==> src/common/rotate_pkg.sv <==
`default_nettype none

package rotate_pkg;

   // frame geometry, largest frame is 16x16
   // dims need one extra bit so a count of 16 fits
   localparam int DIM_WIDTH    = 5;
   localparam int MAX_COLS     = 16;
   localparam int MAX_ROWS     = 16;
   localparam int DEFAULT_COLS = 16;
   localparam int DEFAULT_ROWS = 16;

   // one bank of the double buffer
   localparam int ADDR_WIDTH = 8;
   localparam int BANK_WORDS = MAX_COLS * MAX_ROWS;

   localparam int DATA_WIDTH = 16;

   // signed sin/cos, 8 fraction bits so 256 is 1.0
   localparam int ANGLE_WIDTH = 10;
   localparam int ANGLE_FRAC  = 8;
   localparam int ANGLE_ONE   = 1 << ANGLE_FRAC;

   // rotate datapath: centered coord is DIM_WIDTH+1 signed, times the angle,
   // plus one bit for the sum of two products
   localparam int PROD_WIDTH = DIM_WIDTH + ANGLE_WIDTH + 2;
   // what is left once the fraction is dropped
   localparam int ROT_WIDTH  = PROD_WIDTH - ANGLE_FRAC;

   // apb register map
   localparam int APB_ADDR_WIDTH = 4;
   localparam int APB_DATA_WIDTH = 32;
   localparam logic [APB_ADDR_WIDTH-1:0] REG_CTRL   = 4'h0;
   localparam logic [APB_ADDR_WIDTH-1:0] REG_SIN    = 4'h4;
   localparam logic [APB_ADDR_WIDTH-1:0] REG_COS    = 4'h8;
   localparam logic [APB_ADDR_WIDTH-1:0] REG_STATUS = 4'hC;

   // status word field positions
   localparam int STAT_COLS_LSB = 0;
   localparam int STAT_ROWS_LSB = 8;
   localparam int STAT_BANK_BIT = 16;

   // token types, any other code passes through untouched
   typedef enum logic [2:0] {
      FRAME_START = 3'd1,
      ROW_START   = 3'd2,
      PIXEL       = 3'd3,
      ROW_END     = 3'd4,
      FRAME_END   = 3'd5
   } stream_dtype_e;

   typedef struct packed {
      stream_dtype_e         dtype;
      logic [DATA_WIDTH-1:0] data;
   } stream_token_t;

endpackage

`default_nettype wire

==> src/common/decode_if.sv <==
`timescale 1ns/100ps
`default_nettype none

interface decode_if;
   import rotate_pkg::*;

   // token as presented one cycle earlier
   logic                          valid;
   stream_token_t                 token;
   // position of this token inside the frame
   logic [DIM_WIDTH-1:0]          row;
   logic [DIM_WIDTH-1:0]          col;
   // size learned from the previous frame
   logic [DIM_WIDTH-1:0]          num_rows;
   logic [DIM_WIDTH-1:0]          num_cols;
   // angle latched at frame start
   logic signed [ANGLE_WIDTH-1:0] sin_theta;
   logic signed [ANGLE_WIDTH-1:0] cos_theta;
   // write side of the double buffer
   logic                          bank;
   logic [ADDR_WIDTH-1:0]         wr_addr;
   logic                          wr_en;
   logic                          enable;

   modport src (output valid, token, row, col, num_rows, num_cols,
                output sin_theta, cos_theta, bank, wr_addr, wr_en, enable);
   modport dst (input valid, token, row, col, num_rows, num_cols,
                input sin_theta, cos_theta, bank, wr_addr, wr_en, enable);

endinterface

`default_nettype wire

==> src/rotator/stream_decode.sv <==
`timescale 1ns/100ps
`default_nettype none

module stream_decode (
   input  logic                                      clk,
   input  logic                                      resetb,
   input  logic                                      in_valid,
   input  rotate_pkg::stream_dtype_e                 in_dtype,
   input  logic [rotate_pkg::DATA_WIDTH-1:0]         in_data,
   input  logic                                      enable,
   input  logic signed [rotate_pkg::ANGLE_WIDTH-1:0] sin_theta,
   input  logic signed [rotate_pkg::ANGLE_WIDTH-1:0] cos_theta,
   output logic [rotate_pkg::DIM_WIDTH-1:0]          num_cols,
   output logic [rotate_pkg::DIM_WIDTH-1:0]          num_rows,
   output logic                                      bank,
   decode_if.src                                     dec
);
   import rotate_pkg::*;

   logic [DIM_WIDTH-1:0]          row_cnt;
   logic [DIM_WIDTH-1:0]          col_cnt;
   logic [ADDR_WIDTH-1:0]         wr_ptr;
   logic signed [ANGLE_WIDTH-1:0] sin_q;
   logic signed [ANGLE_WIDTH-1:0] cos_q;
   logic                          active;
   logic                          is_pixel;

   // everything freezes while disabled
   assign active   = in_valid && enable;
   assign is_pixel = active && (in_dtype == PIXEL);

   // frame tracking
   always_ff @(posedge clk or negedge resetb) begin
      if (!resetb) begin
         row_cnt  <= '0;
         col_cnt  <= '0;
         wr_ptr   <= '0;
         num_cols <= DIM_WIDTH'(DEFAULT_COLS);
         num_rows <= DIM_WIDTH'(DEFAULT_ROWS);
         bank     <= 1'b0;
         sin_q    <= '0;
         cos_q    <= ANGLE_WIDTH'(ANGLE_ONE);
      end else if (active) begin
         case (in_dtype)
            FRAME_START: begin
               // swap banks and take the new angle for the whole frame
               row_cnt <= '0;
               col_cnt <= '0;
               wr_ptr  <= '0;
               bank    <= !bank;
               sin_q   <= sin_theta;
               cos_q   <= cos_theta;
            end
            ROW_START: col_cnt <= '0;
            PIXEL: begin
               col_cnt <= col_cnt + 1'b1;
               wr_ptr  <= wr_ptr + 1'b1;
            end
            ROW_END: begin
               // width of the row just finished
               row_cnt  <= row_cnt + 1'b1;
               num_cols <= col_cnt;
            end
            FRAME_END: num_rows <= row_cnt;
            default: ;
         endcase
      end
   end

   // stage register, position is the one before this token's update
   always_ff @(posedge clk or negedge resetb) begin
      if (!resetb) begin
         dec.valid   <= 1'b0;
         dec.token   <= '0;
         dec.row     <= '0;
         dec.col     <= '0;
         dec.wr_addr <= '0;
         dec.wr_en   <= 1'b0;
         dec.enable  <= 1'b0;
      end else begin
         dec.valid   <= in_valid;
         dec.token   <= '{dtype: in_dtype, data: in_data};
         dec.row     <= row_cnt;
         dec.col     <= col_cnt;
         dec.wr_addr <= wr_ptr;
         dec.wr_en   <= is_pixel;
         dec.enable  <= enable;
      end
   end

   // these only change on the edge that moves the token on
   assign dec.num_cols  = num_cols;
   assign dec.num_rows  = num_rows;
   assign dec.sin_theta = sin_q;
   assign dec.cos_theta = cos_q;
   assign dec.bank      = bank;

   // stream must respect the max frame width
   assert property (@(posedge clk) disable iff (!resetb)
      is_pixel |-> (col_cnt < DIM_WIDTH'(MAX_COLS)));

endmodule

`default_nettype wire

==> src/flat_wrapper.sv <==
// flat-port wrapper written by rule: the top's interface ports become plain ports
module stream_decode_flat import rotate_pkg::*;
  (clk, resetb, in_valid, in_dtype, in_data, enable, sin_theta, cos_theta, num_cols, num_rows, bank, dec_valid, dec_token, dec_row, dec_col, dec_num_rows, dec_num_cols, dec_sin_theta, dec_cos_theta, dec_bank, dec_wr_addr, dec_wr_en, dec_enable);
  decode_if dec_i ();
  input  logic clk;
  input  logic resetb;
  input  logic in_valid;
  input  rotate_pkg::stream_dtype_e in_dtype;
  input  logic [rotate_pkg::DATA_WIDTH-1:0] in_data;
  input  logic enable;
  input  logic signed [rotate_pkg::ANGLE_WIDTH-1:0] sin_theta;
  input  logic signed [rotate_pkg::ANGLE_WIDTH-1:0] cos_theta;
  output logic [rotate_pkg::DIM_WIDTH-1:0] num_cols;
  output logic [rotate_pkg::DIM_WIDTH-1:0] num_rows;
  output logic bank;
  output wire logic [$bits(dec_i.valid)-1:0] dec_valid;
  output wire logic [$bits(dec_i.token)-1:0] dec_token;
  output wire logic [$bits(dec_i.row)-1:0] dec_row;
  output wire logic [$bits(dec_i.col)-1:0] dec_col;
  output wire logic [$bits(dec_i.num_rows)-1:0] dec_num_rows;
  output wire logic [$bits(dec_i.num_cols)-1:0] dec_num_cols;
  output wire logic [$bits(dec_i.sin_theta)-1:0] dec_sin_theta;
  output wire logic [$bits(dec_i.cos_theta)-1:0] dec_cos_theta;
  output wire logic [$bits(dec_i.bank)-1:0] dec_bank;
  output wire logic [$bits(dec_i.wr_addr)-1:0] dec_wr_addr;
  output wire logic [$bits(dec_i.wr_en)-1:0] dec_wr_en;
  output wire logic [$bits(dec_i.enable)-1:0] dec_enable;
  assign dec_valid = dec_i.valid;
  assign dec_token = dec_i.token;
  assign dec_row = dec_i.row;
  assign dec_col = dec_i.col;
  assign dec_num_rows = dec_i.num_rows;
  assign dec_num_cols = dec_i.num_cols;
  assign dec_sin_theta = dec_i.sin_theta;
  assign dec_cos_theta = dec_i.cos_theta;
  assign dec_bank = dec_i.bank;
  assign dec_wr_addr = dec_i.wr_addr;
  assign dec_wr_en = dec_i.wr_en;
  assign dec_enable = dec_i.enable;
  stream_decode u_core (.clk(clk), .resetb(resetb), .in_valid(in_valid), .in_dtype(in_dtype), .in_data(in_data), .enable(enable), .sin_theta(sin_theta), .cos_theta(cos_theta), .num_cols(num_cols), .num_rows(num_rows), .bank(bank), .dec(dec_i));
endmodule
==> config.mk <==
export PLATFORM = sky130hd
export DESIGN_NAME = stream_decode_flat
export DESIGN_NICKNAME = d
export VERILOG_FILES = /design/src/common/rotate_pkg.sv /design/src/common/decode_if.sv /design/src/rotator/stream_decode.sv /design/src/flat_wrapper.sv
export SDC_FILE = /design/constraint.sdc
export NUM_CORES = 1
export LEC_CHECK = 0
export ABC_AREA = 1
export BUFFER_PORTS_ARGS = -buffer_cell sky130_fd_sc_hd__buf_2
export CORE_MARGIN = 2
export CORE_UTILIZATION = 52
export DETAILED_ROUTE_END_ITERATION = 6
export PLACE_DENSITY = 0.84
export SYNTH_ARGS = -nofsm -noshare
export SYNTH_HDL_FRONTEND = slang
export SYNTH_SLANG_ARGS = --single-unit
==> constraint.sdc <==
create_clock -name clk -period 2.77 [get_ports clk]
set_input_delay 0.4155 -clock clk [delete_from_list [all_inputs] [get_ports clk]]
set_output_delay 0.4155 -clock clk [all_outputs]
set_load 0.05 [all_outputs]
==> flow_metrics.py, run 1 <==
metrics = {
    "sta": {
        "min_period_ps": 1547,
        "hold_viol": 0,
        "slew_headroom_pct": 63.67,
        "tightest_slew_ps": 543.7,
        "finalSetupViolCount": 0,
        "clock_skew_ps": 5.577,
        "slew_violations": 0,
        "fin_setup_tns_ps": 0,
        "fin_crit_sh_pct": 55.86,
        "fmax_mhz": 646.3,
        "rsz0062_at_grt": "no",
    },
    "synthesis": {
        "synth_cell_type_count": 26,
        "ys_seq_area_share_pct": 66.43,
        "synth_nets": 363,
        "synth_top_cell_by_area": "dfrtp_1",
        "synth_top_area_share_pct": 64.08,
        "synth_cells": 317,
        "synth_area_mm2": 0.003358,
        "yosys_warnings": 0,
        "synth.top_cells.by_area": "dfrtp_1 (64%), nand2_1 (9.7%), nand3_1 (6.0%)",
        "synth_area_per_cell_um2": 10.59,
        "synth_seq_cells": 89,
    },
    "global_route": {
        "grt_pass1_vias": 2464,
        "grt_usage_pct": 19.92,
        "overflow": 0,
        "grt_pass1_wl_mm": 11.24,
        "grt_max_degree": 54,
        "grt_antenna_before_repair": 0,
    },
    "worst_setup_path": {
        "crit_family": "flip-flops",
        "reg2reg_slack_ps": 1540,
        "r2r_start": "u_core.col_cnt[1]$_DFFE_PN0P_",
        "crit_chain": "buf_2",
        "start_kind": "flip-flop",
        "cp-end-kind": "output port",
        "arrival_ps": 1130,
        "worst-r2r-cell-count": 4,
        "path_buf_inv": 1,
        "crit_path_top_delay_cell": "dfstp_2",
        "rr_endpoint": "u_core.col_cnt[2]$_DFFE_PN0P_",
        "crit_fanout": 3,
        "max_stage_delay_ps": 540,
        "cp.required_ps": 2350,
        "criticalPathCategory": "reg2out",
    },
    "floorplan": {
        "die_w_um": 84.36,
        "rows": 29,
        "die_y_um": 84.36,
        "dieArea_mm2": 0.007117,
        "core_mm2": 0.006314,
        "initial_core_util_pct": 53.19,
        "pin_count": 125,
    },
    "cts": {
        "cts_tree": "done",
        "cts_buffers": 9,
        "clk_latency_ps": 340,
        "clockBufferDepth": 2,
        "ctsHoldBuffers": 0,
        "cts_resized": 0,
        "root_buffer": "clkbuf_8",
        "clkSinkCount": 89,
        "post-cts-setup-buffer-count": 0,
        "htree_levels": 3,
        "path_clk_slew_ps": 80,
    },
    "layout": {
        "drive_gt1_share_pct": 35.99,
        "multiInputGateArea_um2": 929.6,
        "fillers": 511,
        "areaGrowthSynthToFinish_pct": 23.06,
        "fin_area_mm2": 0.004133,
        "nNetsFinal": 481,
        "seqCellArea_mm2": 0.002231,
        "final_cell_mix": "buf_2 (123), nand2_1 (87), dfrtp_1 (86), nand3_1 (40), o21ai_0 (16)",
        "diodes": 0,
        "layout_commonest_cell": "buf_2",
    },
    "power": {
        "p_per_area_mw_per_mm2": 799.7,
        "finalPower_mw": 3.305,
        "p_leak_nw": 2.273,
        "vdd.ir_drop.worst_v": 0.0004324,
    },
    "drt": {
        "vias": 2610,
        "drc_errors": 0,
        "postRouteAntennaNets": 0,
        "first_pass_iters": 4,
        "initialDrtViolationCount": 119,
        "routed_wl_mm": 7.120,
        "wire_per_inst_um": 13.80,
        "vias_per_cell": 5.058,
    },
    "placement": {
        "dp_hpwl_mm": 5.044,
        "place_area_mm2": 0.003971,
        "gp_congestion": 0.8124,
        "port_buffers": 124,
    },
    "run_status": {
        "status": "finished clean",
    },
    "flow_run": {
        "drv_cap": 0,
    },
    "hold_path": {
        "hp-class": "in2async",
    },
}
==> where the power goes <==
group          switching [mW]  total (mW)  internal (mW)
clock network           0.411       0.751          0.340
logic                   0.789       0.989          0.200
registers               0.106        1.56           1.46
total                    1.31        3.30           2.00
==> cell families after synthesis <==
kind of cell / synth area share, %
AO/OA/AOI/OAI: 3.502
XOR/XNOR: 0.5217
adder cells (fa/ha/maj): 1.118
buffers and inverters: 5.886
flip-flops: 66.43
AND/OR/NAND/NOR: 22.54
==> through the flow <==
step           worst slack [ps]  hold slack [ps]  cells  util, %
6_report                   1223            30.27    516    65.46
5_1_grt                    1163            49.40    516    65.46
4_1_cts                    1203            34.13    516    65.46
3_5_place_dp              940.9            394.7    501    62.90
3_3_place_gp               1014            400.9    501    62.90
2_1_floorplan              1427            119.9    317        -
==> flip-flops by register name, indices dropped and copies added, names as in the netlist <==
name,flops
u_core.dec.token,19
u_core.dec.cos_theta,10
u_core.dec.sin_theta,10
u_core.dec.wr_addr,8
u_core.wr_ptr,8
u_core.col_cnt,5
u_core.dec.col,5
u_core.dec.num_cols,5
u_core.dec.num_rows,5
u_core.dec.row,5
u_core.row_cnt,5
u_core.bank,1
u_core.dec.enable,1
u_core.dec.valid,1
u_core.dec.wr_en,1
==> layout make-up <==
class	instances	area share [%]
Tap cell	77	2.331
Clock inverter	4	0.4844
Multi-Input combinational cell	192	22.49
Timing Repair Buffer	126	15.74
Clock buffer	11	3.421
Inverter	17	1.544
Sequential cell	89	53.98
==> routing by layer <==
metal | vias up | routed length [um] | global-route usage (%)
met5 | - | 0 | 0
met4 | 0 | 65 | 5.772
met3 | 6 | 524 | 5.605
met2 | 104 | 3485 | 32.76
met1 | 1250 | 3045 | 26.18
li1 | 1250 | - | -
==> cell usage after synthesis (all sizes together) <==
library cell and number:
nand3 40, nand2 92, xor2 1, nand3b 1
xnor2 1, buf 17, or2 1, o21ai 20
o21bai 1, clkbuf 2, dfrtp 86, nand4 8
ha 3, dfstp 3, inv 17, a21oi 2
nor2 22
==> worst max path at each step <==
stage / from / end / slack (ps) / cells after the start
finish: u_core.dec.num_rows[4]$_DFFE_PN1P_ / num_rows[4] / 1220 / 1
global placement: in_dtype[0] / u_core.row_cnt[3]$_DFFE_PN0P_ / 1010 / 7
detailed placement: in_dtype[0] / u_core.row_cnt[3]$_DFFE_PN0P_ / 940 / 7
CTS: u_core.dec.num_rows[4]$_DFFE_PN1P_ / num_rows[4] / 1200 / 1
floorplan: u_core.dec.num_cols[4]$_DFFE_PN1P_ / num_cols[4] / 1430 / 1
global route: u_core.dec.num_rows[4]$_DFFE_PN1P_ / dec_num_rows[4] / 1160 / 1
No activity file was read; power rests on OpenSTA's default activity.
==> inputs of run 2 (changes only) <==
--- a/config.mk
+++ b/config.mk
@@ -8,9 +8,9 @@
 export ABC_AREA = 1
 export BUFFER_PORTS_ARGS = -buffer_cell sky130_fd_sc_hd__buf_2
 export CORE_MARGIN = 2
-export CORE_UTILIZATION = 52
+export CORE_UTILIZATION = 49
 export DETAILED_ROUTE_END_ITERATION = 6
-export PLACE_DENSITY = 0.84
+export PLACE_DENSITY = 0.8
 export SYNTH_ARGS = -nofsm -noshare
 export SYNTH_HDL_FRONTEND = slang
 export SYNTH_SLANG_ARGS = --single-unit
==> constraint.sdc (replaced) <==
create_clock -name clk -period 1.5 [get_ports clk]
set_input_delay 0.225 -clock clk [delete_from_list [all_inputs] [get_ports clk]]
set_output_delay 0.225 -clock clk [all_outputs]
set_load 0.05 [all_outputs]
==> flow_metrics.py, run 2 (same netlist as run 1, synthesis figures left out) <==
metrics = {
    "global_route": {
        "overflow": 0,
        "grt_pass1_wl_mm": 12.11,
        "grt_max_degree": 53,
        "grt_pass1_vias": 2581,
        "grt_usage_pct": 20.88,
        "grt_antenna_before_repair": 0,
    },
    "cts": {
        "path_clk_slew_ps": 90,
        "root_buffer": "clkbuf_8",
        "clk_latency_ps": 340,
        "clockBufferDepth": 2,
        "cts_buffers": 9,
        "clkSinkCount": 89,
        "htree_levels": 3,
        "cts_tree": "done",
        "post-cts-setup-buffer-count": 0,
    },
    "sta": {
        "rsz0062_at_grt": "no",
        "finalSetupViolCount": 0,
        "fmax_mhz": 721.6,
        "slew_headroom_pct": 79.28,
        "tightest_slew_ps": 310.5,
        "min_period_ps": 1386,
        "hold_viol": 0,
        "fin_setup_tns_ps": 0,
        "slew_violations": 0,
        "clock_skew_ps": 6.651,
        "fin_crit_sh_pct": 92.39,
    },
    "drt": {
        "initialDrtViolationCount": 139,
        "wire_per_inst_um": 14.34,
        "vias_per_cell": 5.052,
        "vias": 2733,
        "routed_wl_mm": 7.759,
        "first_pass_iters": 4,
        "postRouteAntennaNets": 0,
        "drc_errors": 0,
    },
    "worst_setup_path": {
        "crit_family": "flip-flops",
        "start_kind": "flip-flop",
        "crit_chain": "buf_2",
        "worst-r2r-cell-count": 4,
        "path_buf_inv": 1,
        "max_stage_delay_ps": 550,
        "arrival_ps": 1160,
        "crit_fanout": 3,
        "cp-end-kind": "output port",
        "crit_path_top_delay_cell": "dfstp_2",
        "cp.required_ps": 1270,
        "criticalPathCategory": "reg2out",
        "crit_cells": 1,
    },
    "layout": {
        "top_register": "u_core.dec.token",
        "layout_commonest_cell": "buf_2",
        "drive_gt1_share_pct": 34.92,
        "fin_area_mm2": 0.004399,
        "nNetsFinal": 502,
        "final_cell_mix": "buf_2 (123), nand2_1 (87), dfrtp_1 (86), nand3_1 (40), dlygate4sd3_1 (18)",
        "fillers": 473,
        "diodes": 0,
        "fin_util_pct": 65.47,
        "largest_reg_flops": 19,
        "areaGrowthSynthToFinish_pct": 31.00,
    },
    "floorplan": {
        "die_w_um": 86.79,
        "core_mm2": 0.006719,
        "pin_count": 125,
        "die_y_um": 86.79,
        "dieArea_mm2": 0.007532,
        "initial_core_util_pct": 49.98,
        "rows": 30,
    },
    "hold_path": {
        "hold_depth": 1,
        "hp-class": "in2reg",
    },
    "placement": {
        "gp_congestion": 0.8341,
        "place_area_mm2": 0.003998,
        "port_buffers": 124,
        "dp_hpwl_mm": 5.203,
    },
    "power": {
        "p_leak_nw": 2.381,
        "p_per_area_mw_per_mm2": 1495,
        "vdd.ir_drop.worst_v": 0.0007844,
    },
    "run_status": {
        "status": "finished clean",
    },
    "flow_run": {
        "drv_cap": 0,
    },
}
run 2: cell count changes in the layout (fill, tap and decap cells not counted):
cell	change
buf_4	+3
bufinv_16	+2
clkbuf_1	+1
clkinv_2	-4
clkinv_4	+1
clkinvlp_4	+1
dlygate4sd3_1	+18
run 2: routing by layer:
| metal | vias to the layer above | wire (um) | track usage [%] | share of wire (%) |
|---|---|---|---|---|
| met4 | 0 | 127 | 10.65 | 1.6 |
| li1 | 1285 | - | - | - |
| met5 | - | 0 | 0 | 0 |
| met1 | 1314 | 3080 | 25.46 | 40 |
| met2 | 120 | 4023 | 35.53 | 52 |
| met3 | 14 | 528 | 3.619 | 6.8 |
run 2: worst register-to-register path: stages (launching register included):
cell and delay [ps]:
dfrtp_1 450, ha_1 260, or2_2 290, nand3_1 80, o21ai_0 70
run 2: what timing repair did:
item	in CTS	in global routing
setup endpoints to repair	0	0
gates resized for setup	0	0
hold endpoints to repair	33	0
hold buffers	18	0
run 2: layout make-up:
| cell class | instances | area (um^2) | share of cell area [%] |
|---|---|---|---|
| multi-input combinational | 192 | 929.6 | 21.13 |
| timing repair buffer | 147 | 853.3 | 19.40 |
| sequential | 89 | 2231 | 50.71 |
| clock buffer | 12 | 145.1 | 3.299 |
| clock inverter | 4 | 76.32 | 1.735 |
| inverter | 17 | 63.81 | 1.451 |
| tap | 80 | 100.1 | 2.275 |
run 2: report_power, final:
part	switching [mW]	internal, mW	total, mW	leakage [nW]
Sequential	0.205	2.69	2.90	1.14
Combinational	1.48	0.406	1.89	1.14
Clock	0.805	0.989	1.79	0.107
run 2: final timing paths:
kind	from	endpoint	slack (ps)
worst min-delay path	enable	u_core.dec.enable$_DFF_PN0_	20
worst min register to register	u_core.wr_ptr[7]$_DFFE_PN0P_	u_core.dec.wr_addr[7]$_DFF_PN0_	410
worst max register to register	u_core.col_cnt[1]$_DFFE_PN0P_	u_core.col_cnt[2]$_DFFE_PN0P_	220
worst max-delay path	u_core.dec.num_rows[4]$_DFFE_PN1P_	num_rows[4]	110
min in group asynchronous	resetb	u_core.col_cnt[4]$_DFFE_PN0P_	300
max in group asynchronous	resetb	u_core.dec.cos_theta[8]$_DFFE_PN1P_	610
run 2: stage by stage:
stage                     cells  power (mW)  worst slack, ps  hold WS, ps
after floorplan             317       4.331            347.1       -70.59
after global placement      507       4.750            219.1        117.9
after detailed placement    507       4.786            156.6        116.6
after CTS                   541       6.600            101.9       0.8791
after global routing        541       6.831            78.21        10.08
final                       541       6.578            114.1        24.19
