--- src/common/rotate_pkg.sv ---
`default_nettype none

package rotate_pkg;

   // frame geometry, largest frame is 16x16
   // dims need one extra bit so a count of 16 fits
   localparam int DIM_WIDTH    = 5;
   localparam int MAX_COLS     = 16;
   localparam int MAX_ROWS     = 16;
   localparam int DEFAULT_COLS = 16;
   localparam int DEFAULT_ROWS = 16;

   // one bank of the double buffer
   localparam int ADDR_WIDTH = 8;
   localparam int BANK_WORDS = MAX_COLS * MAX_ROWS;

   localparam int DATA_WIDTH = 16;

   // signed sin/cos, 8 fraction bits so 256 is 1.0
   localparam int ANGLE_WIDTH = 10;
   localparam int ANGLE_FRAC  = 8;
   localparam int ANGLE_ONE   = 1 << ANGLE_FRAC;

   // rotate datapath: centered coord is DIM_WIDTH+1 signed, times the angle,
   // plus one bit for the sum of two products
   localparam int PROD_WIDTH = DIM_WIDTH + ANGLE_WIDTH + 2;
   // what is left once the fraction is dropped
   localparam int ROT_WIDTH  = PROD_WIDTH - ANGLE_FRAC;

   // apb register map
   localparam int APB_ADDR_WIDTH = 4;
   localparam int APB_DATA_WIDTH = 32;
   localparam logic [APB_ADDR_WIDTH-1:0] REG_CTRL   = 4'h0;
   localparam logic [APB_ADDR_WIDTH-1:0] REG_SIN    = 4'h4;
   localparam logic [APB_ADDR_WIDTH-1:0] REG_COS    = 4'h8;
   localparam logic [APB_ADDR_WIDTH-1:0] REG_STATUS = 4'hC;

   // status word field positions
   localparam int STAT_COLS_LSB = 0;
   localparam int STAT_ROWS_LSB = 8;
   localparam int STAT_BANK_BIT = 16;

   // token types, any other code passes through untouched
   typedef enum logic [2:0] {
      FRAME_START = 3'd1,
      ROW_START   = 3'd2,
      PIXEL       = 3'd3,
      ROW_END     = 3'd4,
      FRAME_END   = 3'd5
   } stream_dtype_e;

   typedef struct packed {
      stream_dtype_e         dtype;
      logic [DATA_WIDTH-1:0] data;
   } stream_token_t;

endpackage

`default_nettype wire

--- src/hdl/rotate_apb_regs.sv ---
`timescale 1ns/100ps
`default_nettype none

module rotate_apb_regs (
   input  logic                                       clk,
   input  logic                                       resetb,
   input  logic                                       psel,
   input  logic                                       penable,
   input  logic                                       pwrite,
   input  logic [rotate_pkg::APB_ADDR_WIDTH-1:0]      paddr,
   input  logic [rotate_pkg::APB_DATA_WIDTH-1:0]      pwdata,
   output logic [rotate_pkg::APB_DATA_WIDTH-1:0]      prdata,
   output logic                                       pready,
   output logic                                       pslverr,
   output logic                                       enable,
   output logic signed [rotate_pkg::ANGLE_WIDTH-1:0]  sin_theta,
   output logic signed [rotate_pkg::ANGLE_WIDTH-1:0]  cos_theta,
   input  logic [rotate_pkg::DIM_WIDTH-1:0]           num_cols,
   input  logic [rotate_pkg::DIM_WIDTH-1:0]           num_rows,
   input  logic                                       bank
);
   import rotate_pkg::*;

   logic                      access;
   logic                      mapped;
   logic [APB_DATA_WIDTH-1:0] status_word;

   // access phase of a transfer
   assign access = psel && penable;
   assign mapped = paddr inside {REG_CTRL, REG_SIN, REG_COS, REG_STATUS};

   // no wait states
   assign pready = 1'b1;
   // status is read only
   assign pslverr = access && (!mapped || (pwrite && paddr == REG_STATUS));

   // writes land on the access edge
   always_ff @(posedge clk or negedge resetb) begin
      if (!resetb) begin
         enable    <= 1'b0;
         sin_theta <= '0;
         cos_theta <= ANGLE_WIDTH'(ANGLE_ONE);
      end else if (access && pwrite) begin
         case (paddr)
            REG_CTRL: enable    <= pwdata[0];
            REG_SIN:  sin_theta <= pwdata[ANGLE_WIDTH-1:0];
            REG_COS:  cos_theta <= pwdata[ANGLE_WIDTH-1:0];
            default:  ;
         endcase
      end
   end

   // learned size and the bank being written
   always_comb begin
      status_word = '0;
      status_word[STAT_COLS_LSB +: DIM_WIDTH] = num_cols;
      status_word[STAT_ROWS_LSB +: DIM_WIDTH] = num_rows;
      status_word[STAT_BANK_BIT] = bank;
   end

   // read mux, angles come back sign extended
   always_comb begin
      case (paddr)
         REG_CTRL:   prdata = {{(APB_DATA_WIDTH-1){1'b0}}, enable};
         REG_SIN:    prdata = {{(APB_DATA_WIDTH-ANGLE_WIDTH){sin_theta[ANGLE_WIDTH-1]}}, sin_theta};
         REG_COS:    prdata = {{(APB_DATA_WIDTH-ANGLE_WIDTH){cos_theta[ANGLE_WIDTH-1]}}, cos_theta};
         REG_STATUS: prdata = status_word;
         default:    prdata = '0;
      endcase
   end

   // an access phase always follows a setup phase
   assert property (@(posedge clk) disable iff (!resetb)
      penable |-> (psel && $past(psel)));

endmodule

`default_nettype wire

--- config.mk ---
export PLATFORM = sky130hd
export DESIGN_NAME = rotate_apb_regs
export DESIGN_NICKNAME = d
export VERILOG_FILES = /design/src/common/rotate_pkg.sv /design/src/hdl/rotate_apb_regs.sv
export SDC_FILE = /design/constraint.sdc
export NUM_CORES = 1
export LEC_CHECK = 0
export ABC_CLOCK_PERIOD_IN_PS = 3740
export BUFFER_PORTS_ARGS = -buffer_cell sky130_fd_sc_hd__buf_2
export CORE_UTILIZATION = 41
export DETAILED_ROUTE_END_ITERATION = 6
export GPL_ROUTABILITY_DRIVEN = 0
export PLACE_DENSITY = 0.84
export SYNTH_ARGS = -nofsm -noshare
export SYNTH_HDL_FRONTEND = slang
export SYNTH_SLANG_ARGS = --single-unit
--- constraint.sdc ---
create_clock -name clk -period 3.74 [get_ports clk]
set_clock_uncertainty 0.1 [all_clocks]
set_input_delay 0 -clock clk [delete_from_list [all_inputs] [get_ports clk]]
set_output_delay 0 -clock clk [all_outputs]
set_load 0.01 [all_outputs]
==> metrics.yaml, run 1 <==
floorplanning:
  start_util_pct: 42.8
  die_h_microns: 58.2
  rows: 20
  chipWidth_microns: 58.2
  core_region_area_sq_um: 3030
  dieArea_sq_um: 3390
  io_pins: 107
logic_synthesis:
  synth_cells: 119
  synth_area_per_cell_sq_um: 10.9
  yosys-top-cells-area: "dfrtp_1 (39%), mux2_2 (23%), buf_4 (11%)"
  yosysTopAreaCell: "dfrtp_1"
  synthFlopType: "dfrtp_1"
  yosys_register_bits: 21
  synth_cell_types: 26
  syn-cell-area_sq_um: 1300
  synth_edf_count: 0
  synth.top_cell.area_share_pct: 38.6
  ys.warnings.count: 0
  synthArstFlopShare_pct: 100
  seq_area_frac_synth_pct: 40.6
  syn-num-nets: 171
setup_path:
  critical_path_class: "in2out"
  cp_max_fo: 18
  cp-end-kind: "primary output"
  cp.required_ps: 3640
  arrival_ps: 2080
  cp-start-kind: "input port"
power_and_ir_drop:
  netSwitchingPower_uw: 165
  comb_power_share_pct: 29.2
  power.internal_uw: 383
  peakVddDrop_v: 0.000202
  p_per_area_nw_per_um2: 314
  p_seq_share_pct: 51.1
  p_clk_share_pct: 19.7
  switching_share_pct: 30.2
  p_leak_nw: 0.961
outcome:
  status: "finished, final reports clean"
route:
  vias: 1193
  routedWlPerCell_microns: 13.4
  drt_iter0_drc: 13
  dr.pass1.iters: 4
  antenna_left: 0
  drcViolationCount: 0
  viasPerCell: 5.01
  drt_wl_total_mm: 3.19
cts:
  worstSkewPairLatency_ps: 290
  cts-resized-gates: 0
  cts.path.max_buffers: 2
  post-cts-setup-buffer-count: 0
  cts_buffers: 3
  clkSinkCount: 21
  cts_tree: "built"
  path_clk_slew_ps: 120
  cts-htree-levels: 1
  clockRootBuffer: "clkbuf_4"
layout:
  final_area_sq_um: 1740
  area_growth_pct: 34.6
  antenna_cells: 0
  post-route-util_pct: 57.6
  nFillCells: 280
  nNetsFinal: 247
  layout_commonest_cell: "buf_2"
  drive_gt1_share_pct: 61.3
  mostFrequentLayoutCells: "buf_2 (83), mux2_2 (26), dfrtp_1 (20), dlygate4sd3_1 (11), nor2_1 (7)"
placed_design:
  portBuffers: 83
  placed_cell_area_sq_um: 1610
  dp_hpwl_mm: 2.19
timing:
  setup_viol: 0
  rsz0062_at_grt: "false"
  fin_setup_tns_ps: 0
  finalMaxSlewViolations: 0
  worst_pin_slew_ps: 838
  fmax_mhz: 459
  layout_min_cycle_time_ps: 2180
  final.period_utilization_pct: 58.3
  relSlewSlack_pct: 44.1
  final-hold-violation-count: 0
grt:
  gr-usage-all-layers_pct: 19.5
  grt_max_degree: 22
  antenna_found_initial: 0
  grt_pass1_wl_mm: 5.03
  grt_pass1_vias: 1140
  grt_overflow_total: 0
flow_run:
  maxCapViolCount: 0
min_path:
  min-delay-path-class: "in2async"
[repair_timing]
action / 4_1_cts / 5_1_grt
hold buffers: 11 / 0
endpoints found under the setup margin: 0 / 0
hold endpoints to repair: 42 / 0
[power by group through the flow]
stage          registers [mW]  logic, mW  clock network (mW)
2_1_floorplan           0.296     0.0762                   0
6_report                0.280      0.160               0.108
4_1_cts                 0.280      0.161               0.110
3_5_place_dp            0.284      0.152                   0
5_1_grt                 0.284      0.175               0.121
3_3_place_gp            0.283      0.148                   0
[state kept, by name, summed over array words and instances (netlist names)]
name / cells
sin_theta: 10
enable: 1
cos_theta: 10
[layer usage]
layer	vias to the layer above	part of all wire, %	GRT usage, %
met5	-	0	0
met4	0	1.9	5.78
met3	6	6.8	3.35
met2	63	54	38.1
met1	577	38	21.1
li1	547	-	-
[cell usage after synthesis (2+ instances only)]
library cell / instances
and2_1: 3
o21ai_0: 5
dfrtp_1: 20
mux2_2: 26
a22o_1: 3
buf_2: 2
nor2_1: 7
a21oi_1: 6
a22oi_1: 5
clkbuf_1: 3
and2_0: 2
nand2_1: 3
nor2b_1: 3
buf_4: 19
[area by class of cell]
class | instances | area (sq um) | share of cell area, %
Tap cell | 44 | 55.1 | 3.16
Timing Repair Buffer | 96 | 541 | 31.0
Multi-Input combinational cell | 73 | 594 | 34.1
Clock inverter | 1 | 5.00 | 0.287
Clock buffer | 3 | 22.5 | 1.29
Sequential cell | 21 | 527 | 30.2
[metrics by stage]
step	cells	hold WS (ps)	total power, mW	setup WS [ps]
after floorplan	119	-396	0.373	1830
after global placement	223	-129	0.431	1610
after detailed placement	223	-124	0.436	1520
after CTS	238	82.0	0.551	1520
after global routing	238	115	0.580	1280
final	238	90.7	0.548	1560
[critical path, cell delays in order]
cell and delay (ps):
buf_2 300, nor2b_1 500, nand2_1 280, a21oi_1 720, buf_2 260
[logic make-up (layout without fill, tap and decap cells)]
logic type / count (synthesis) / count (layout) / synth area share, %
muxes: 27 / 27 / 24.3
and+or+nand+nor: 25 / 25 / 11.6
buffers and inverters: 25 / 100 / 13.5
DFF: 21 / 21 / 40.6
AOI/OAI and AO/OA: 20 / 20 / 9.65
other: 1 / 1 / 0.289
[path summary, 6_finish.rpt]
check,from,to,slack (ps),cells after the start
max in group asynchronous,resetb,cos_theta[8],3090,2
min in group clk,penable,enable,190,4
setup / recovery,paddr[3],prdata[25],1560,5
setup reg to reg,sin_theta[3],sin_theta[3],2850,1
hold reg to reg,sin_theta[9],sin_theta[9],440,1
hold / removal,resetb,cos_theta[0],90,2
Power figures use the tool's default switching activity.
==> run 2, diff against run 1 <==
--- a/config.mk
+++ b/config.mk
@@ -5,12 +5,12 @@
 export SDC_FILE = /design/constraint.sdc
 export NUM_CORES = 1
 export LEC_CHECK = 0
-export ABC_CLOCK_PERIOD_IN_PS = 3740
+export ABC_CLOCK_PERIOD_IN_PS = 2100
 export BUFFER_PORTS_ARGS = -buffer_cell sky130_fd_sc_hd__buf_2
-export CORE_UTILIZATION = 41
+export CORE_UTILIZATION = 38
 export DETAILED_ROUTE_END_ITERATION = 6
 export GPL_ROUTABILITY_DRIVEN = 0
-export PLACE_DENSITY = 0.84
+export PLACE_DENSITY = 0.79
 export SYNTH_ARGS = -nofsm -noshare
 export SYNTH_HDL_FRONTEND = slang
 export SYNTH_SLANG_ARGS = --single-unit
==> constraint.sdc (replaced) <==
create_clock -name clk -period 2.1 [get_ports clk]
set_clock_uncertainty 0.1 [all_clocks]
set_input_delay 0 -clock clk [delete_from_list [all_inputs] [get_ports clk]]
set_output_delay 0 -clock clk [all_outputs]
set_load 0.01 [all_outputs]
==> metrics.yaml, run 2 (synthesis gave the netlist of run 1 again) <==
layout:
  nFillCells: 307
  antenna_cells: 0
  nNetsFinal: 250
  area_growth_pct: 36.3
  largestRegisters: "cos_theta: 10 flops, sin_theta: 10 flops, enable: 1 flops"
  drive_gt1_share_pct: 61.9
  post_layout_nonfiller_instances: 241
  mostFrequentLayoutCells: "buf_2 (83), mux2_2 (26), dfrtp_1 (20), dlygate4sd3_1 (11), nor2_1 (7)"
  layout_commonest_cell: "buf_2"
timing:
  layout_min_cycle_time_ps: 1680
  fin_setup_tns_ps: 0
  setup_slack_ps: 425
  final.period_utilization_pct: 79.8
  worst_pin_slew_ps: 540
  fmax_mhz: 597
  finalMaxSlewViolations: 0
  final-hold-violation-count: 0
  rsz0062_at_grt: "false"
  relSlewSlack_pct: 63.9
  hold_ws_ps: 59.0
  setup_viol: 0
outcome:
  status: "finished, final reports clean"
cts:
  path_clk_slew_ps: 120
  cts_buffers: 3
  cts_tree: "built"
  clockRootBuffer: "clkbuf_4"
  clkSinkCount: 21
  hold_buffers: 11
  cts-resized-gates: 0
  post-cts-setup-buffer-count: 0
  cts-htree-levels: 1
  worstSkewPairLatency_ps: 300
  cts.path.max_buffers: 2
floorplanning:
  chipWidth_microns: 60.4
  die_h_microns: 60.4
  io_pins: 107
  dieArea_sq_um: 3650
  core_region_area_sq_um: 3150
  start_util_pct: 41.1
  rows: 20
grt:
  grt_max_degree: 22
  antenna_found_initial: 0
  grt_overflow_total: 0
  gr-usage-all-layers_pct: 18.5
  grt_pass1_vias: 1066
  grt_pass1_wl_mm: 4.90
setup_path:
  cp.required_ps: 2000
  critical_path_class: "reg2out"
  slowest_delay_ps: 370
  cp_max_fo: 18
  cp_cell_sequence: "nor2b_1, nand2_1, a21oi_1, buf_4, buf_2"
  cp_slowest_cell: "dfrtp_1"
  arrival_ps: 1580
  cp-end-kind: "primary output"
  cp-start-kind: "flop"
min_path:
  min-delay-path-class: "in2async"
power_and_ir_drop:
  switching_share_pct: 30.4
  comb_power_share_pct: 29.2
  p_seq_share_pct: 50.8
  p_leak_nw: 0.977
  p_clk_share_pct: 20.0
  p_per_area_nw_per_um2: 557
  netSwitchingPower_uw: 299
  peakVddDrop_v: 0.000442
  power.internal_uw: 684
flow_run:
  maxCapViolCount: 0
route:
  routedWlPerCell_microns: 13.2
  antenna_left: 0
  drt_wl_total_mm: 3.18
  drcViolationCount: 0
  dr.pass1.iters: 3
  viasPerCell: 4.79
  drt_iter0_drc: 28
  vias: 1154
placed_design:
  portBuffers: 83
  dp_hpwl_mm: 2.31
  numPlacedInstances: 226
  preCtsSetupSlack_ps: 344
[run 2: cell types whose count changed in the layout (fill, tap and decap cells not counted)]
cell   previous run  this run
buf_4             2         5
[run 2: power by group through the flow]
stage	Clock [mW]	Combinational (mW)	Sequential, mW
finish	0.197	0.287	0.499
global route	0.218	0.316	0.507
CTS	0.202	0.290	0.499
detailed placement	0	0.274	0.507
global placement	0	0.267	0.504
floorplan	0	0.136	0.528
[run 2: metrics by stage]
stage | util, % | total power, mW | instance area, sq um
detailed placement | 51.7 | 0.781 | 1630
global placement | 51.7 | 0.771 | 1630
global route | 56.0 | 1.04 | 1770
floorplan | - | 0.664 | 1300
finish | 56.0 | 0.983 | 1770
CTS | 56.0 | 0.991 | 1770
[run 2: cell type report]
cell class | instances | area [sq um] | share of cell area [%]
Clock inverter | 1 | 5.00 | 0.283
Clock buffer | 3 | 22.5 | 1.27
Sequential cell | 21 | 527 | 29.8
Timing Repair Buffer | 99 | 563 | 31.9
Multi-Input combinational cell | 73 | 594 | 33.6
Tap cell | 44 | 55.1 | 3.12
[run 2: worst max-delay path: cells and delay by family (launching register included)]
| family | cells | cell delay [ps] |
|---|---|---|
| flip-flops | 1 | 370 |
| AND/OR/NAND/NOR | 2 | 420 |
| buffers and inverters | 2 | 340 |
| AO/OA/AOI/OAI | 1 | 150 |
[run 2: metal layers]
metal | wire length, microns | up-vias | track usage (%)
li1 | - | 557 | -
met1 | 1260 | 536 | 20.1
met2 | 1690 | 59 | 36.3
met3 | 212 | 2 | 2.56
met4 | 12 | 0 | 5.98
met5 | 0 | - | 0
[run 2: final timing paths]
| check | cells after the start | slack, ps | startpoint | end |
|---|---|---|---|---|
| worst max-delay path | 5 | 420 | sin_theta[9] | prdata[24] |
| worst min-delay path | 2 | 60 | resetb | sin_theta[7] |
| worst max register to register | 1 | 1190 | cos_theta[4] | cos_theta[4] |
| worst min register to register | 1 | 430 | sin_theta[9] | sin_theta[9] |
| max in group asynchronous | 2 | 1480 | resetb | cos_theta[8] |
| min in group clk | 3 | 160 | paddr[3] | sin_theta[9] |
==> run 3, diff against run 2 <==
--- a/config.mk
+++ b/config.mk
@@ -5,12 +5,13 @@
 export SDC_FILE = /design/constraint.sdc
 export NUM_CORES = 1
 export LEC_CHECK = 0
-export ABC_CLOCK_PERIOD_IN_PS = 2100
+export ABC_AREA = 1
+export ABC_CLOCK_PERIOD_IN_PS = 1570
 export BUFFER_PORTS_ARGS = -buffer_cell sky130_fd_sc_hd__buf_2
-export CORE_UTILIZATION = 38
+export CORE_UTILIZATION = 39
 export DETAILED_ROUTE_END_ITERATION = 6
 export GPL_ROUTABILITY_DRIVEN = 0
-export PLACE_DENSITY = 0.79
+export PLACE_DENSITY = 0.8
 export SYNTH_ARGS = -nofsm -noshare
 export SYNTH_HDL_FRONTEND = slang
 export SYNTH_SLANG_ARGS = --single-unit
==> constraint.sdc (replaced) <==
create_clock -name clk -period 1.57 [get_ports clk]
set_clock_uncertainty 0.1 [all_clocks]
set_input_delay 0 -clock clk [delete_from_list [all_inputs] [get_ports clk]]
set_output_delay 0 -clock clk [all_outputs]
set_load 0.01 [all_outputs]
==> metrics.yaml, run 3 <==
placed_design:
  dp_hpwl_mm: 2.46
  portBuffers: 83
  numPlacedInstances: 293
route:
  antenna_left: 0
  vias: 1432
  viasPerCell: 4.59
  drcViolationCount: 0
  drt_iter0_drc: 39
  drt_wl_total_mm: 3.53
  routedWlPerCell_microns: 11.3
  dr.pass1.iters: 4
floorplanning:
  dieArea_sq_um: 3630
  start_util_pct: 42.3
  rows: 20
  io_pins: 107
  die_h_microns: 60.2
  chipWidth_microns: 60.2
  core_region_area_sq_um: 3130
logic_synthesis:
  yosys-top-cells-area: "dfrtp_1 (38%), nand2_1 (28%), buf_4 (10%)"
  syn-num-nets: 233
  synth_area_per_cell_sq_um: 7.31
  seq_area_frac_synth_pct: 39.8
  netlist_top_cells_count: "nand2_1 (98), dfrtp_1 (20), buf_4 (18), nand3_1 (15), inv_1 (6)"
  synthFlopType: "dfrtp_1"
  synth_cell_types: 17
  synth_edf_count: 0
  ys.warnings.count: 0
  synth.top_cell.area_share_pct: 37.8
  syn-cell-area_sq_um: 1320
  synth_most_common_cell: "nand2_1"
  synthArstFlopShare_pct: 100
  synth_cells: 181
  yosysTopAreaCell: "dfrtp_1"
  yosys_register_bits: 21
power_and_ir_drop:
  p_clk_share_pct: 19.7
  peakVddDrop_v: 0.000424
  p_total_mw: 1.28
  p_leak_nw: 1.23
  p_seq_share_pct: 52.6
  comb_power_share_pct: 27.7
  switching_share_pct: 32.0
  power.internal_uw: 868
  p_per_area_nw_per_um2: 687
  netSwitchingPower_uw: 409
grt:
  grt_pass1_vias: 1231
  use_met2_pct: 36.9
  gr-usage-all-layers_pct: 20.5
  grt_max_degree: 22
  grt_pass1_wl_mm: 5.42
  grt_overflow_total: 0
  top_usage_layer: "met2"
  antenna_found_initial: 0
  use_met1_pct: 23.5
  grtUsageMet3_pct: 4.11
flow_run:
  maxCapViolCount: 0
setup_path:
  cp-start-kind: "input port"
  path_common_cell: "dlygate4sd3_1"
  critical_path_class: "in2reg"
  cp_slowest_cell: "dlygate4sd3_1"
  cp-end-kind: "flop"
  arrival_ps: 1660
  worst-path-buf-inv: 3
  cp_max_fo: 8
  path_delay_family: "buffers and inverters"
  cp_cell_sequence: "buf_2, dlygate4sd3_1, nor2_4, nand4_1, dlygate4sd3_1, nand2_1"
  cp.required_ps: 1710
  slowest_delay_ps: 590
timing:
  hold_ws_ps: 30.9
  final-hold-violation-count: 0
  fmax_mhz: 660
  finalMaxSlewViolations: 0
  final.period_utilization_pct: 96.5
  layout_min_cycle_time_ps: 1510
  fin_setup_tns_ps: 0
  rsz0062_at_grt: "false"
  setup_viol: 0
layout:
  drive_gt1_share_pct: 40.3
  area_growth_pct: 40.7
  layout_commonest_cell: "nand2_1"
  nFillCells: 273
  final-seq-area_sq_um: 527
  nNetsFinal: 321
  mostFrequentLayoutCells: "nand2_1 (97), buf_2 (83), dfrtp_1 (20), nand3_1 (15), dlygate4sd3_1 (15)"
  largestRegisters: "cos_theta: 10 flops, sin_theta: 10 flops, enable: 1 flops"
  multiInputGateArea_sq_um: 633
  antenna_cells: 0
  post-route-util_pct: 59.5
  post_layout_nonfiller_instances: 312
min_path:
  min-delay-path-class: "in2reg"
cts:
  cts_tree: "built"
  cts-htree-levels: 1
  clockRootBuffer: "clkbuf_4"
  clkSinkCount: 21
  cts.path.max_buffers: 2
  cts_buffers: 3
  post-cts-setup-buffer-count: 0
  worstSkewPairLatency_ps: 290
  path_clk_slew_ps: 110
outcome:
  status: "finished, final reports clean"
-- run 3: changes by cell type after synthesis, moves of 4 or more --
cell	delta
a21oi_1	-6
a22oi_1	-5
inv_1	+6
mux2_2	-26
nand2_1	+95
nand2_2	+4
nand3_1	+14
nor2_1	-4
-- run 3: metal layers --
metal | vias up | wire length [microns]
met5 | - | 0
met4 | 0 | 61
met3 | 6 | 337
met2 | 82 | 1710
met1 | 633 | 1420
li1 | 711 | -
-- run 3: logic make-up (layout without fill, tap and decap cells) --
group,after synthesis,count (layout),synth area share [%]
compound gates,2,2,0.757
flops,21,21,39.8
buf+inv,26,113,12.5
other cells,1,1,0.284
simple gates,131,131,46.6
-- run 3: through the flow --
stage          cell area (sq um)  setup WS [ps]
6_report                    1860           55.1
5_1_grt                     1860           11.2
3_5_place_dp                1680            417
4_1_cts                     1860           70.5
2_1_floorplan               1320            376
3_3_place_gp                1680            454
-- run 3: worst paths after layout --
path                              start      endpoint  slack (ps)  cells after the start
setup / recovery               paddr[1]        enable          60                      6
min in group asynchronous        resetb  cos_theta[2]          90                      2
hold reg to reg            cos_theta[8]  cos_theta[8]         390                      2
setup reg to reg           cos_theta[8]  cos_theta[8]         750                      2
max in group asynchronous        resetb  cos_theta[8]         940                      2
hold / removal                 paddr[2]        enable          30                      5
-- run 3: cell type report --
cell class | instances | area share (%)
timing repair buffer | 101 | 31.6
clock inverter | 1 | 0.269
inverter | 8 | 1.61
sequential | 21 | 28.3
multi-input combinational | 134 | 34.0
clock buffer | 3 | 1.21
tap | 44 | 2.96
-- run 3: worst register-to-register path: stages (launching register included) --
cell     delay [ps]
dfstp_2         560
nand2_1          50
nand2_1          60
-- run 3: power by group through the flow --
stage	combinational, mW	sequential (mW)	clock, mW
final	0.354	0.671	0.252
after global routing	0.394	0.682	0.289
after CTS	0.356	0.670	0.268
after detailed placement	0.330	0.678	0
after global placement	0.322	0.679	0
after floorplan	0.139	0.707	0
-- run 3: repair_timing --
item / in CTS / in global routing
resized for setup: 0 / 1
endpoints found under the hold margin: 42 / 0
endpoints found under the setup margin: 0 / 18
hold buffers: 15 / 0
